[src/design/rv_cfg.svh]
`ifndef RV_CFG_SVH
`define RV_CFG_SVH

// data path and address width
`define RV_XLEN 32

// architectural register file
`define RV_NUM_REGS 32
`define RV_REG_IDX_W 5

// first fetch address after reset
`define RV_RESET_PC 32'h0000_0000

// one quotient bit per divider iteration
`define RV_DIV_STEPS 32

`endif

[src/design/rv_pkg.sv]
package rv_pkg;

  // major opcodes, bits [6:0] of the instruction
  typedef enum logic [6:0] {
    op_load   = 7'b000_0011,
    op_store  = 7'b010_0011,
    op_branch = 7'b110_0011,
    op_jalr   = 7'b110_0111,
    op_jal    = 7'b110_1111,
    op_imm    = 7'b001_0011,
    op_reg    = 7'b011_0011,
    op_system = 7'b111_0011,
    op_auipc  = 7'b001_0111,
    op_lui    = 7'b011_0111
  } opcode_t;

  // what the FSM has to sequence
  typedef enum logic [3:0] {
    cls_alu, cls_load, cls_store, cls_branch, cls_jal,
    cls_jalr, cls_divide, cls_halt, cls_nop
  } insn_class_t;

  // branches reuse sub, slt and sltu
  typedef enum logic [3:0] {
    alu_add, alu_sub, alu_sll, alu_slt, alu_sltu, alu_xor,
    alu_srl, alu_sra, alu_or, alu_and, alu_pass_b
  } alu_op_t;

  typedef enum logic [2:0] {
    wb_alu, wb_pc_plus4, wb_load, wb_quotient, wb_remainder
  } wb_sel_t;

  typedef enum logic [2:0] {
    st_fetch, st_execute, st_load_wait, st_div_wait, st_halted
  } ctrl_state_t;

endpackage

[src/design/rv_alu.sv]
`include "rv_cfg.svh"

module rv_alu import rv_pkg::*; (
  input  logic [`RV_XLEN-1:0] a,
  input  logic [`RV_XLEN-1:0] b,
  input  alu_op_t             op,
  input  logic [2:0]          funct3,
  output logic [`RV_XLEN-1:0] result,
  output logic                branch_taken
);

  logic [4:0] shamt;
  logic       lt_signed;
  logic       lt_unsigned;

  assign shamt       = b[4:0];
  assign lt_signed   = $signed(a) < $signed(b);
  assign lt_unsigned = a < b;

  always_comb begin
    case (op)
      alu_add:    result = a + b;
      alu_sub:    result = a - b;
      alu_sll:    result = a << shamt;
      alu_slt:    result = {{(`RV_XLEN-1){1'b0}}, lt_signed};
      alu_sltu:   result = {{(`RV_XLEN-1){1'b0}}, lt_unsigned};
      alu_xor:    result = a ^ b;
      alu_srl:    result = a >> shamt;
      alu_sra:    result = $unsigned($signed(a) >>> shamt);
      alu_or:     result = a | b;
      alu_and:    result = a & b;
      alu_pass_b: result = b;
      default:    result = a + b;
    endcase
  end

  // beq and bne look at the difference, the rest at the slt bit
  // funct3[0] inverts the sense
  always_comb begin
    if (funct3[2]) begin
      branch_taken = result[0] ^ funct3[0];
    end else begin
      branch_taken = (result == '0) ^ funct3[0];
    end
  end

endmodule

[src/design/rv_control.sv]
module rv_control import rv_pkg::*; (
  input  logic        clk,
  input  logic        rst,
  input  insn_class_t insn_class,
  input  logic        branch_taken,
  input  logic        div_done,
  output logic        pc_we,
  output logic        pc_sel_target,
  output logic        rf_we,
  output logic        dmem_we,
  output logic        div_start,
  output logic        halt
);

  ctrl_state_t state;
  ctrl_state_t state_next;

  always_ff @(posedge clk or posedge rst) begin
    if (rst) begin
      state <= st_fetch;
    end else begin
      state <= state_next;
    end
  end

  always_comb begin
    state_next    = state;
    pc_we         = 1'b0;
    pc_sel_target = 1'b0;
    rf_we         = 1'b0;
    dmem_we       = 1'b0;
    div_start     = 1'b0;
    case (state)
      st_fetch: state_next = st_execute;
      st_execute: begin
        state_next = st_fetch;
        pc_we      = 1'b1;
        case (insn_class)
          cls_alu: rf_we = 1'b1;
          cls_jal, cls_jalr: begin
            rf_we         = 1'b1;
            pc_sel_target = 1'b1;
          end
          cls_branch: pc_sel_target = branch_taken;
          cls_store:  dmem_we = 1'b1;
          // multi-cycle classes finish later
          cls_load: begin
            pc_we      = 1'b0;
            state_next = st_load_wait;
          end
          cls_divide: begin
            pc_we      = 1'b0;
            div_start  = 1'b1;
            state_next = st_div_wait;
          end
          cls_halt: begin
            pc_we      = 1'b0;
            state_next = st_halted;
          end
          default: pc_we = 1'b1;
        endcase
      end
      st_load_wait: begin
        rf_we      = 1'b1;
        pc_we      = 1'b1;
        state_next = st_fetch;
      end
      st_div_wait: begin
        if (div_done) begin
          rf_we      = 1'b1;
          pc_we      = 1'b1;
          state_next = st_fetch;
        end
      end
      st_halted: state_next = st_halted;
      default:   state_next = st_fetch;
    endcase
  end

  assign halt = (state == st_halted);

  assert property (@(posedge clk) disable iff (rst) !(dmem_we && rf_we));

endmodule

[src/design/rv_core.sv]
`include "rv_cfg.svh"

module rv_core import rv_pkg::*; (
  input  logic                clk,
  input  logic                rst,
  output logic [`RV_XLEN-1:0] imem_addr,
  input  logic [`RV_XLEN-1:0] imem_rdata,
  output logic [`RV_XLEN-1:0] dmem_addr,
  output logic [`RV_XLEN-1:0] dmem_wdata,
  output logic                dmem_we,
  input  logic [`RV_XLEN-1:0] dmem_rdata,
  output logic                halt
);

  logic [`RV_XLEN-1:0]      pc;
  logic [`RV_XLEN-1:0]      pc_plus4;
  logic [`RV_XLEN-1:0]      target_sum;
  logic [`RV_XLEN-1:0]      pc_target;
  insn_class_t              insn_class;
  alu_op_t                  alu_op;
  wb_sel_t                  wb_sel;
  logic                     use_imm;
  logic                     a_is_pc;
  logic [`RV_XLEN-1:0]      imm;
  logic [`RV_REG_IDX_W-1:0] rs1_idx;
  logic [`RV_REG_IDX_W-1:0] rs2_idx;
  logic [`RV_REG_IDX_W-1:0] rd_idx;
  logic [`RV_XLEN-1:0]      rs1_data;
  logic [`RV_XLEN-1:0]      rs2_data;
  logic [`RV_XLEN-1:0]      rd_data;
  logic [`RV_XLEN-1:0]      alu_result;
  logic [`RV_XLEN-1:0]      quotient;
  logic [`RV_XLEN-1:0]      remainder;
  logic                     branch_taken;
  logic                     div_done;
  logic                     pc_we;
  logic                     pc_sel_target;
  logic                     rf_we;
  logic                     div_start;

  // pc only moves in the last cycle of an instruction
  always_ff @(posedge clk or posedge rst) begin
    if (rst) begin
      pc <= `RV_RESET_PC;
    end else if (pc_we) begin
      pc <= pc_sel_target ? pc_target : pc_plus4;
    end
  end

  assign imem_addr = pc;
  assign pc_plus4  = pc + `RV_XLEN'(4);

  // jalr is register relative, bit 0 dropped
  assign target_sum = ((insn_class == cls_jalr) ? rs1_data : pc) + imm;
  assign pc_target  = {target_sum[`RV_XLEN-1:1], 1'b0};

  assign dmem_addr  = alu_result;
  assign dmem_wdata = rs2_data;

  always_comb begin
    case (wb_sel)
      wb_pc_plus4:  rd_data = pc_plus4;
      wb_load:      rd_data = dmem_rdata;
      wb_quotient:  rd_data = quotient;
      wb_remainder: rd_data = remainder;
      default:      rd_data = alu_result;
    endcase
  end

  rv_regfile i_regfile (
    .clk(clk), .rst(rst), .rs1_idx(rs1_idx), .rs2_idx(rs2_idx), .rs1_data(rs1_data),
    .rs2_data(rs2_data), .rd_idx(rd_idx), .rd_data(rd_data), .we(rf_we)
  );

  rv_decode i_decode (
    .insn(imem_rdata), .insn_class(insn_class), .alu_op(alu_op), .use_imm(use_imm),
    .a_is_pc(a_is_pc), .imm(imm), .rs1_idx(rs1_idx), .rs2_idx(rs2_idx),
    .rd_idx(rd_idx), .wb_sel(wb_sel)
  );

  rv_alu i_alu (
    .a(a_is_pc ? pc : rs1_data), .b(use_imm ? imm : rs2_data), .op(alu_op),
    .funct3(imem_rdata[14:12]), .result(alu_result), .branch_taken(branch_taken)
  );

  rv_divider i_divider (
    .clk(clk), .rst(rst), .start(div_start), .dividend(rs1_data), .divisor(rs2_data),
    .quotient(quotient), .remainder(remainder), .done(div_done)
  );

  rv_control i_control (
    .clk(clk), .rst(rst), .insn_class(insn_class), .branch_taken(branch_taken),
    .div_done(div_done), .pc_we(pc_we), .pc_sel_target(pc_sel_target), .rf_we(rf_we),
    .dmem_we(dmem_we), .div_start(div_start), .halt(halt)
  );

  assert property (@(posedge clk) disable iff (rst) dmem_we |-> dmem_addr[1:0] == 2'b00);

endmodule

[src/design/rv_decode.sv]
`include "rv_cfg.svh"

module rv_decode import rv_pkg::*; (
  input  logic [`RV_XLEN-1:0]      insn,
  output insn_class_t              insn_class,
  output alu_op_t                  alu_op,
  output logic                     use_imm,
  output logic                     a_is_pc,
  output logic [`RV_XLEN-1:0]      imm,
  output logic [`RV_REG_IDX_W-1:0] rs1_idx,
  output logic [`RV_REG_IDX_W-1:0] rs2_idx,
  output logic [`RV_REG_IDX_W-1:0] rd_idx,
  output wb_sel_t                  wb_sel
);

  opcode_t             opcode;
  logic [2:0]          funct3;
  logic [6:0]          funct7;
  logic [`RV_XLEN-1:0] imm_i;
  logic [`RV_XLEN-1:0] imm_s;
  logic [`RV_XLEN-1:0] imm_b;
  logic [`RV_XLEN-1:0] imm_j;
  logic [`RV_XLEN-1:0] imm_u;

  assign opcode  = opcode_t'(insn[6:0]);
  assign funct3  = insn[14:12];
  assign funct7  = insn[31:25];
  assign rd_idx  = insn[11:7];
  assign rs1_idx = insn[19:15];
  assign rs2_idx = insn[24:20];

  // sign-extended immediates, one per format
  assign imm_i = {{20{insn[31]}}, insn[31:20]};
  assign imm_s = {{20{insn[31]}}, insn[31:25], insn[11:7]};
  assign imm_b = {{20{insn[31]}}, insn[7], insn[30:25], insn[11:8], 1'b0};
  assign imm_j = {{12{insn[31]}}, insn[19:12], insn[20], insn[30:21], 1'b0};
  assign imm_u = {insn[31:12], 12'b0};

  always_comb begin
    insn_class = cls_nop;
    alu_op     = alu_add;
    use_imm    = 1'b0;
    a_is_pc    = 1'b0;
    imm        = imm_i;
    wb_sel     = wb_alu;
    case (opcode)
      op_lui: begin
        insn_class = cls_alu;
        alu_op     = alu_pass_b;
        use_imm    = 1'b1;
        imm        = imm_u;
      end
      op_auipc: begin
        insn_class = cls_alu;
        use_imm    = 1'b1;
        a_is_pc    = 1'b1;
        imm        = imm_u;
      end
      op_jal: begin
        insn_class = cls_jal;
        imm        = imm_j;
        wb_sel     = wb_pc_plus4;
      end
      op_jalr: begin
        insn_class = (funct3 == 3'b000) ? cls_jalr : cls_nop;
        wb_sel     = wb_pc_plus4;
      end
      op_branch: begin
        imm        = imm_b;
        insn_class = (funct3[2:1] == 2'b01) ? cls_nop : cls_branch;
        case (funct3[2:1])
          2'b00:   alu_op = alu_sub;
          2'b10:   alu_op = alu_slt;
          default: alu_op = alu_sltu;
        endcase
      end
      op_load: begin
        insn_class = (funct3 == 3'b010) ? cls_load : cls_nop;
        use_imm    = 1'b1;
        wb_sel     = wb_load;
      end
      op_store: begin
        insn_class = (funct3 == 3'b010) ? cls_store : cls_nop;
        use_imm    = 1'b1;
        imm        = imm_s;
      end
      op_imm, op_reg: begin
        use_imm    = (opcode == op_imm);
        insn_class = cls_alu;
        case (funct3)
          3'b000:  alu_op = (opcode == op_reg && funct7[5]) ? alu_sub : alu_add;
          3'b001:  alu_op = alu_sll;
          3'b010:  alu_op = alu_slt;
          3'b011:  alu_op = alu_sltu;
          3'b100:  alu_op = alu_xor;
          3'b101:  alu_op = funct7[5] ? alu_sra : alu_srl;
          3'b110:  alu_op = alu_or;
          default: alu_op = alu_and;
        endcase
        // funct7 legality, immediate forms only carry it for shifts
        if (opcode == op_reg && funct7 == 7'b000_0001) begin
          insn_class = (funct3 == 3'b101 || funct3 == 3'b111) ? cls_divide : cls_nop;
          wb_sel     = funct3[1] ? wb_remainder : wb_quotient;
        end else if (opcode == op_reg || funct3 == 3'b001 || funct3 == 3'b101) begin
          if (funct7 != 7'b000_0000 &&
              !(funct7 == 7'b010_0000 && (funct3 == 3'b101 ||
                (funct3 == 3'b000 && opcode == op_reg)))) begin
            insn_class = cls_nop;
          end
        end
      end
      op_system: begin
        insn_class = (insn[31:7] == '0) ? cls_halt : cls_nop;
      end
      default: insn_class = cls_nop;
    endcase
  end

endmodule

[src/design/rv_divider.sv]
`include "rv_cfg.svh"

module rv_divider (
  input  logic                clk,
  input  logic                rst,
  input  logic                start,
  input  logic [`RV_XLEN-1:0] dividend,
  input  logic [`RV_XLEN-1:0] divisor,
  output logic [`RV_XLEN-1:0] quotient,
  output logic [`RV_XLEN-1:0] remainder,
  output logic                done
);

  localparam int count_w = $clog2(`RV_DIV_STEPS + 1);

  logic [`RV_XLEN-1:0]   divisor_q;
  logic [count_w-1:0]    steps_left;
  logic                  busy;
  logic [2*`RV_XLEN-1:0] first_step;
  logic [2*`RV_XLEN-1:0] next_step;

  // one restoring step, returns {remainder, quotient}
  // quotient register doubles as the dividend shifter
  function automatic logic [2*`RV_XLEN-1:0] div_step(
    input logic [`RV_XLEN-1:0] rem,
    input logic [`RV_XLEN-1:0] quo,
    input logic [`RV_XLEN-1:0] dsr
  );
    logic [`RV_XLEN:0] partial;
    logic [`RV_XLEN:0] diff;
    partial = {rem, quo[`RV_XLEN-1]};
    diff    = partial - {1'b0, dsr};
    if (diff[`RV_XLEN]) begin
      div_step = {partial[`RV_XLEN-1:0], quo[`RV_XLEN-2:0], 1'b0};
    end else begin
      div_step = {diff[`RV_XLEN-1:0], quo[`RV_XLEN-2:0], 1'b1};
    end
  endfunction

  // the start edge already does the first step
  assign first_step = div_step('0, dividend, divisor);
  assign next_step  = div_step(remainder, quotient, divisor_q);
  assign done       = busy && (steps_left == '0);

  always_ff @(posedge clk or posedge rst) begin
    if (rst) begin
      busy       <= 1'b0;
      steps_left <= '0;
    end else if (start) begin
      busy       <= 1'b1;
      steps_left <= count_w'(`RV_DIV_STEPS - 1);
    end else if (busy) begin
      if (steps_left == '0) begin
        busy <= 1'b0;
      end else begin
        steps_left <= steps_left - 1'b1;
      end
    end
  end

  // results hold until the next start
  always_ff @(posedge clk) begin
    if (start) begin
      divisor_q               <= divisor;
      {remainder, quotient}   <= first_step;
    end else if (busy && steps_left != '0) begin
      {remainder, quotient}   <= next_step;
    end
  end

  assert property (@(posedge clk) disable iff (rst) start |-> !busy);

endmodule

[src/design/rv_regfile.sv]
`include "rv_cfg.svh"

module rv_regfile (
  input  logic                     clk,
  input  logic                     rst,
  input  logic [`RV_REG_IDX_W-1:0] rs1_idx,
  input  logic [`RV_REG_IDX_W-1:0] rs2_idx,
  output logic [`RV_XLEN-1:0]      rs1_data,
  output logic [`RV_XLEN-1:0]      rs2_data,
  input  logic [`RV_REG_IDX_W-1:0] rd_idx,
  input  logic [`RV_XLEN-1:0]      rd_data,
  input  logic                     we
);

  logic [`RV_XLEN-1:0] regs [`RV_NUM_REGS];

  // slot 0 is cleared on reset and never written, so x0 reads zero
  assign rs1_data = regs[rs1_idx];
  assign rs2_data = regs[rs2_idx];

  always_ff @(posedge clk or posedge rst) begin
    if (rst) begin
      for (int i = 0; i < `RV_NUM_REGS; i++) begin
        regs[i] <= '0;
      end
    end else if (we && rd_idx != '0) begin
      regs[rd_idx] <= rd_data;
    end
  end

  assert property (@(posedge clk) disable iff (rst)
    (rs1_idx != '0 || rs1_data == '0) && (rs2_idx != '0 || rs2_data == '0));

endmodule

[config.mk]
export PLATFORM = sky130hd
export DESIGN_NAME = rv_core
export DESIGN_NICKNAME = d
export VERILOG_FILES = /design/src/design/rv_pkg.sv /design/src/design/rv_alu.sv /design/src/design/rv_control.sv /design/src/design/rv_core.sv /design/src/design/rv_decode.sv /design/src/design/rv_divider.sv /design/src/design/rv_regfile.sv
export VERILOG_INCLUDE_DIRS = /design/src /design/src/design
export SDC_FILE = /design/constraint.sdc
export NUM_CORES = 2
export LEC_CHECK = 0
export ABC_AREA = 1
export BUFFER_PORTS_ARGS = -buffer_cell sky130_fd_sc_hd__buf_2
export CORE_MARGIN = 2
export CORE_UTILIZATION = 40
export DETAILED_ROUTE_END_ITERATION = 7
export PLACE_DENSITY = 0.56
export SYNTH_ARGS = -nofsm -noshare
export SYNTH_HDL_FRONTEND = slang
export SYNTH_SLANG_ARGS = --single-unit
[constraint.sdc]
create_clock -name clk -period 44.3 [get_ports clk]
set_clock_uncertainty 0.05 [all_clocks]
set_input_delay 8.86 -clock clk [delete_from_list [all_inputs] [get_ports clk]]
set_output_delay 8.86 -clock clk [all_outputs]
set_load 0.02 [all_outputs]
### Word-level counts from Yosys, hierarchy flattened

Cells that the tools add are included.
W data, S select, Z words.

| word-level totals | value |
|---|---|
| bits in registers | 1162 |
| word-level logic and storage cells | 208 |
| output and inout port bits | 98 |
| bits of input ports | 66 |

| operators by class | value |
|---|---|
| reductions and logical operators | 34 |
| order comparisons | 6 |
| multiplexer cells | 63 |
| $add $sub $neg | 7 |
| bitwise logic cells | 8 |
| equal/unequal tests | 48 |
| shift operators | 3 |

Operators by type and width:

| kind | count |
|---|---|
| $bwmux W1024 | 1 |
| $mux W32 | 13 |
| $bmux W32 S5 | 2 |
| $pmux W32 S10 | 1 |
| $demux W32 S5 | 1 |
| $mux W64 | 2 |
| $pmux W32 S4 | 1 |
| $pmux W31 S4 | 1 |
| $add A32 B32 Y32 | 2 |
| $lt A32 B32 Y1 | 2 |
| $mux W4 | 9 |
| $sub A1 B32 Y33 | 1 |
| $sub A33 B32 Y33 | 1 |
| $add A32 B3 Y32 const B | 1 |
| $and A32 B32 Y32 | 1 |
| $eq A4 B3 Y1 const B | 8 |
| $logic_not A32 Y1 | 1 |
| $or A32 B32 Y32 | 1 |
| $pmux W4 S8 | 1 |
| $shl A32 B5 Y32 | 1 |
| $shr A32 B5 Y32 | 1 |
| $sshr A32 B5 Y32 | 1 |
| $sub A32 B32 Y32 | 1 |
| $xor A32 B32 Y32 | 1 |
| 45 further kinds | 114 |

### Longest topological paths before layout

| logic depth | value |
|---|---|
| depth in word-level cells | 15 |
| gate-level depth with buffers | 50 |
| gate-level depth less buffers | 43 |

### Cells and area by module

From an unflattened synthesis, not the netlist that was laid out.

| unflattened totals | value |
|---|---|
| cells, all modules | 12832 |
| area total of the unflattened synthesis | 81383.1 µm² |

By module, submodules not included:

| module | cells an instance | times used | area each (µm²) |
|---|---|---|---|
| rv_regfile | 8304 | 1 | 56217.7 |
| rv_alu | 2225 | 1 | 10593.9 |
| rv_divider | 957 | 1 | 6993.0 |
| rv_core | 1089 | 1 | 6301.0 |
| rv_decode | 207 | 1 | 993.5 |
| rv_control | 50 | 1 | 284.0 |

### Worst setup path after synthesis

No wires, ideal clock.

| timing path | value |
|---|---|
| path kind | input to output |
| from | input port imem_rdata[20] |
| to | output port dmem_addr[25] |
| cell stages on the path | 36 |
| setup slack | 22.286 ns |
| data arrival time | 13.104 ns |
| data required time | 35.390 ns |
| path through | buf_2 buf_6 buf_6 buf_6 buf_6 buf_6 buf_2 clkbuf_1 buf_1 nor2_1 o211ai_1 nand3_1 nand3_1 nand2_1 nand2_1 o21ai_0 ha_1 clkbuf_1 inv_1 nor2_1 nand2_1 nor3_1 nand3b_1 nand2_1 inv_1 nand2_1 nand3_1 o21ai_0 nand2_1 nand2_1 nand3_1 nand2_1 nor2_1 nand3_1 nor2_1 inv_1 |

| on the way | value |
|---|---|
| longest elaborated chain between the ends | 7 |
| elaborated cells on any way between the ends | 15 |
| those cells by class | add/sub (2); shift (3); mux (6); bitwise (4) |

RTL lines:

| element | RTL line | source |
|---|---|---|
| start: declaration | rv_core.sv:7 | `` input logic [`RV_XLEN-1:0] imem_rdata, `` |
| $not A5 Y6 (not written as such) | rv_regfile.sv:19 | `assign rs2_data = regs[rs2_idx];` |
| $bmux W32 S5 | rv_regfile.sv:19 |  |
| $mux W32 (not written as such) (2 in series) | rv_regfile.sv:19 |  |
| $mux W32 (*) | rv_core.sv:82 | `.a(a_is_pc ? pc : rs1_data), .b(use_imm ? imm : rs2_data), .op(alu_op),` |
| $add A32 B32 Y32, or another cell as far along | rv_alu.sv:22, rv_alu.sv:33 |  |
| $pmux W32 S10 (*) | rv_alu.sv:21 | `case (op)` |
| end: declaration | rv_core.sv:8 | `` output logic [`RV_XLEN-1:0] dmem_addr, `` |

Mark *: on every way between the ends. The rest lies on a longest branch, timed or not. The select of a mux whose other input is x is not followed.

### Worst setup path in the final report

| timing path | value |
|---|---|
| from | input port imem_rdata[16] |
| to | output port dmem_addr[17] |

| on the way | value |
|---|---|
| longest elaborated chain between the ends | 7 |
| elaborated cells on any way between the ends | 16 |
| those cells by class | add/sub (2); shift (3); mux (7); bitwise (4) |

RTL lines:

| element | RTL line | source |
|---|---|---|
| $not A5 Y6 (not written as such) | rv_regfile.sv:18 | `assign rs1_data = regs[rs1_idx];` |
| $bmux W32 S5 | rv_regfile.sv:18 |  |
| $mux W32 (not written as such) (2 in series) | rv_regfile.sv:18 |  |
| $mux W32 | rv_core.sv:82 |  |
| $add A32 B32 Y32, or another cell as far along | rv_alu.sv:22, rv_alu.sv:33 |  |
| $pmux W32 S10 (*) | rv_alu.sv:21 |  |

Marked as above.

==> metrics.md <==
| Metric | Value |
|---|---|
| Status | finished, violations left |
| Violated checks | DRC |
| CP Class | input port to output pin |
| # DRC | 1 |
| Top-area cell type share of the netlist area | 33.9% |
| Starting density of the core | 40.3% |
| Pin count of the biggest net entering global routing | 191 |
| Ys async rst share | 91.7% |
| Share of the clock period used by the worst path | 58.4% |
| Cells after Synth | 11800 |
| Clock sink count | 1161 |
| Top FF cell, synth | dfrtp_1 |
| Root Driver | clkbuf_16 |
| Register area | 29500 µm² |
| Synth warnings | 0 |
| Register bit total from synthesis | 1161 |
| Achievable Freq | 38.7 MHz |
| H-tree depth | 4 |
| Setup repair bufs after CTS | 0 |
| Area grow syn2layout | 9.00% |
| Critical Path RT | 35.39 ns |
| Final #Nets | 11600 |
| Worst Tran Pin Value | 1.31 ns |
| Syn_area_per_cell | 6.67 µm² |
| Total die area | 200000 µm² |
| Layout cells sized above 1 | 6.44% |
| Routed wire length | 386 mm |
| Area contributors post-synth | dfrtp_1 (34%), nand2_1 (18%), nand3_1 (12%) |
| CP startpoint kind | input port |
| Largest area contributor in the netlist | dfrtp_1 |
| Grt total ovfl | 0 |
| CP max stage cell | buf_4 |
| RSZ-0062 raised after global routing | false |
| Die Y | 447 µm |
| Max stage delay on crit path | 0.85 ns |
| Global-route wire length before repair | 554 mm |
| Worst setup EP type | output pin |
| Seq/Total Area, Yosys | 37.6% |
| Peak VDD IR | 0.0467 mV |
| Clock slew at the register clock pins of the worst setup and hold paths | 0.06 ns |
| Hold Crit Depth | 0 |
| Via count | 85600 |
| IO Pins | 164 |
| Setup TNS | 0 ns |
| Library cells used by synthesis | 66 |
| Vias in the first global route | 78900 |
| 1st-iter DRT viols | 11600 |
| Pwr per Cell Area | 44.9 nW/µm² |
| Placer Congestion | 1.05 |
| Final hold vios | 0 |
| Finished Core Util | 43.9% |
| Iteration count of the initial detailed-routing pass | 8 |
| Final Max Slew Viols | 0 |
| Number of synthesized flops with an enable pin | 96 |
| Fill cell total of the finished layout | 20200 |
| Gr usage total | 37.6% |
| Worst hold path class | register to register |
| MaxCap Viol Count | 0 |
| Arrival time worst endpoint | 16.96 ns |
| Post-CTS Hold Buffers | 0 |
| Most common cell after layout, fill and taps aside | nand2_1 |
| Initial antenna violation count | 12 |
| Drt wl/cell | 27.3 µm |
| Final setup violation count | 0 |
| HPWL after detailed placement | 253 mm |
| CTS tree | built |
| Cell row count | 162 |
| Crit-path max FO | 99 |
| Dpl ws | 18.72 ns |
| Die W | 447 µm |
| Via/cell ratio | 6.07 |
| LEAKAGE | 0.0402 µW |
| Fin crit period | 25.87 ns |
| Most frequent cells in the layout | nand2_1 (3758), nand3_1 (1861), o21ai_0 (1405) |
| Post-cts repair resize count | 0 |
| Post-Syn Area | 78600 µm² |
| Synthesized net count | 12000 |
| Post-route ant nets | 0 |
| CTS buffer count | 141 |
| Setup slack after layout | 18.43 ns |
| Clock latency on the worst-skew pair | 0.85 ns |
| Area of the multi-input gates | 42600 µm² |
| Core area | 195000 µm² |
| Worst Reg-to-Reg Cells | 40 |
| Worst rel slew slack | 12.6% |
| Clk buf depth | 3 |
| PortBufs | 162 |
==> Yosys cell counts, types with 27 or more instances <==
cell      instances
ha_1            162
nand3_1        1862
edfxtp_1         96
o211ai_1         99
xor2_1           65
clkbuf_1        604
inv_2            27
nor3_1           59
o221ai_1        110
nand4_1          62
buf_2           201
nor2_1          594
a21oi_1         377
o21ai_0        1418
nand2_1        3762
a221oi_1         31
dfrtp_1        1065
o22ai_1          41
o21ai_1          37
xnor2_1          36
inv_1           720
buf_1            89
==> per-stage QoR <==
stage	instance area (µm²)	hold WS [ns]	power, µW	std cells
after floorplan	78600	0.379	2090	11800
after detailed placement	80900	0.318	2590	13800
after global routing	85700	0.336	4000	14100
final	85700	0.327	3840	14100
after CTS	85700	0.331	3820	14100
after global placement	80900	0.319	2580	13800
==> flip-flops by register name, summed over array words and instances (netlist names) <==
register / flops
i_regfile.regs: 1024
imem_addr: 31
i_divider.steps_left: 6
i_divider.divisor_q: 32
i_divider.busy: 1
i_divider.remainder: 32
i_divider.quotient: 32
i_control.state: 3
==> final timing paths <==
kind | startpoint | to | slack [ns]
min | i_regfile.regs[1023]$_DFFE_PP0P_ | i_regfile.regs[1023]$_DFFE_PP0P_ | 0.33
min in group asynchronous | rst | i_divider.steps_left[1]$_DFFE_PP0P_ | 8.07
max reg2reg | i_regfile.regs[450]$_DFFE_PP0P_ | imem_addr[14]$_DFFE_PP0P_ | 35.28
max | imem_rdata[16] | dmem_addr[17] | 18.43
min reg2reg | i_regfile.regs[1023]$_DFFE_PP0P_ | i_regfile.regs[1023]$_DFFE_PP0P_ | 0.33
max in group asynchronous | rst | i_regfile.regs[33]$_DFFE_PP0P_ | 31.29
==> kinds of logic (layout without fill, tap and decap cells) <==
kind of cell	after synthesis	after routing	synth area share [%]
AND/OR/NAND/NOR	6442	6442	34.5
AO/OA/AOI/OAI	2220	2220	15.5
buffers and inverters	1692	1381	8.61
flip-flops	1161	1161	37.6
adder cells (fa/ha/maj)	166	166	2.68
XOR/XNOR	101	101	1.13
other	1	7	0.00477
==> worst max-delay path, delay by kind of cell <==
family	cells	cell delay (ns)
AND/OR/NAND/NOR	17	4.20
adder cells (fa/ha/maj)	1	0.46
AO/OA/AOI/OAI	1	0.09
buffers and inverters	10	2.90
==> per-layer routing <==
metal	global-route usage [%]	vias up	routed length, µm
li1	-	38200	-
met1	49.8	40800	152000
met2	55.3	5348	163000
met3	8.67	1109	42800
met4	23.3	12	27700
met5	0	-	97
==> power by group <==
group          total (µW)  switching [µW]  internal, µW
clock network        1230             507           721
logic                1300             966           334
registers            1320             111          1200
==> area by class of cell <==
cell class | count | area share, %
inverters | 766 | 3.42
well taps | 2624 | 3.83
repair buffers | 362 | 2.90
multi-input cells | 8930 | 49.8
flip-flops and latches | 1161 | 34.5
clock buffers | 208 | 4.84
diodes | 6 | 0.0175
clock inverters | 45 | 0.767
Note: power is estimated with default switching activity, not from simulation.
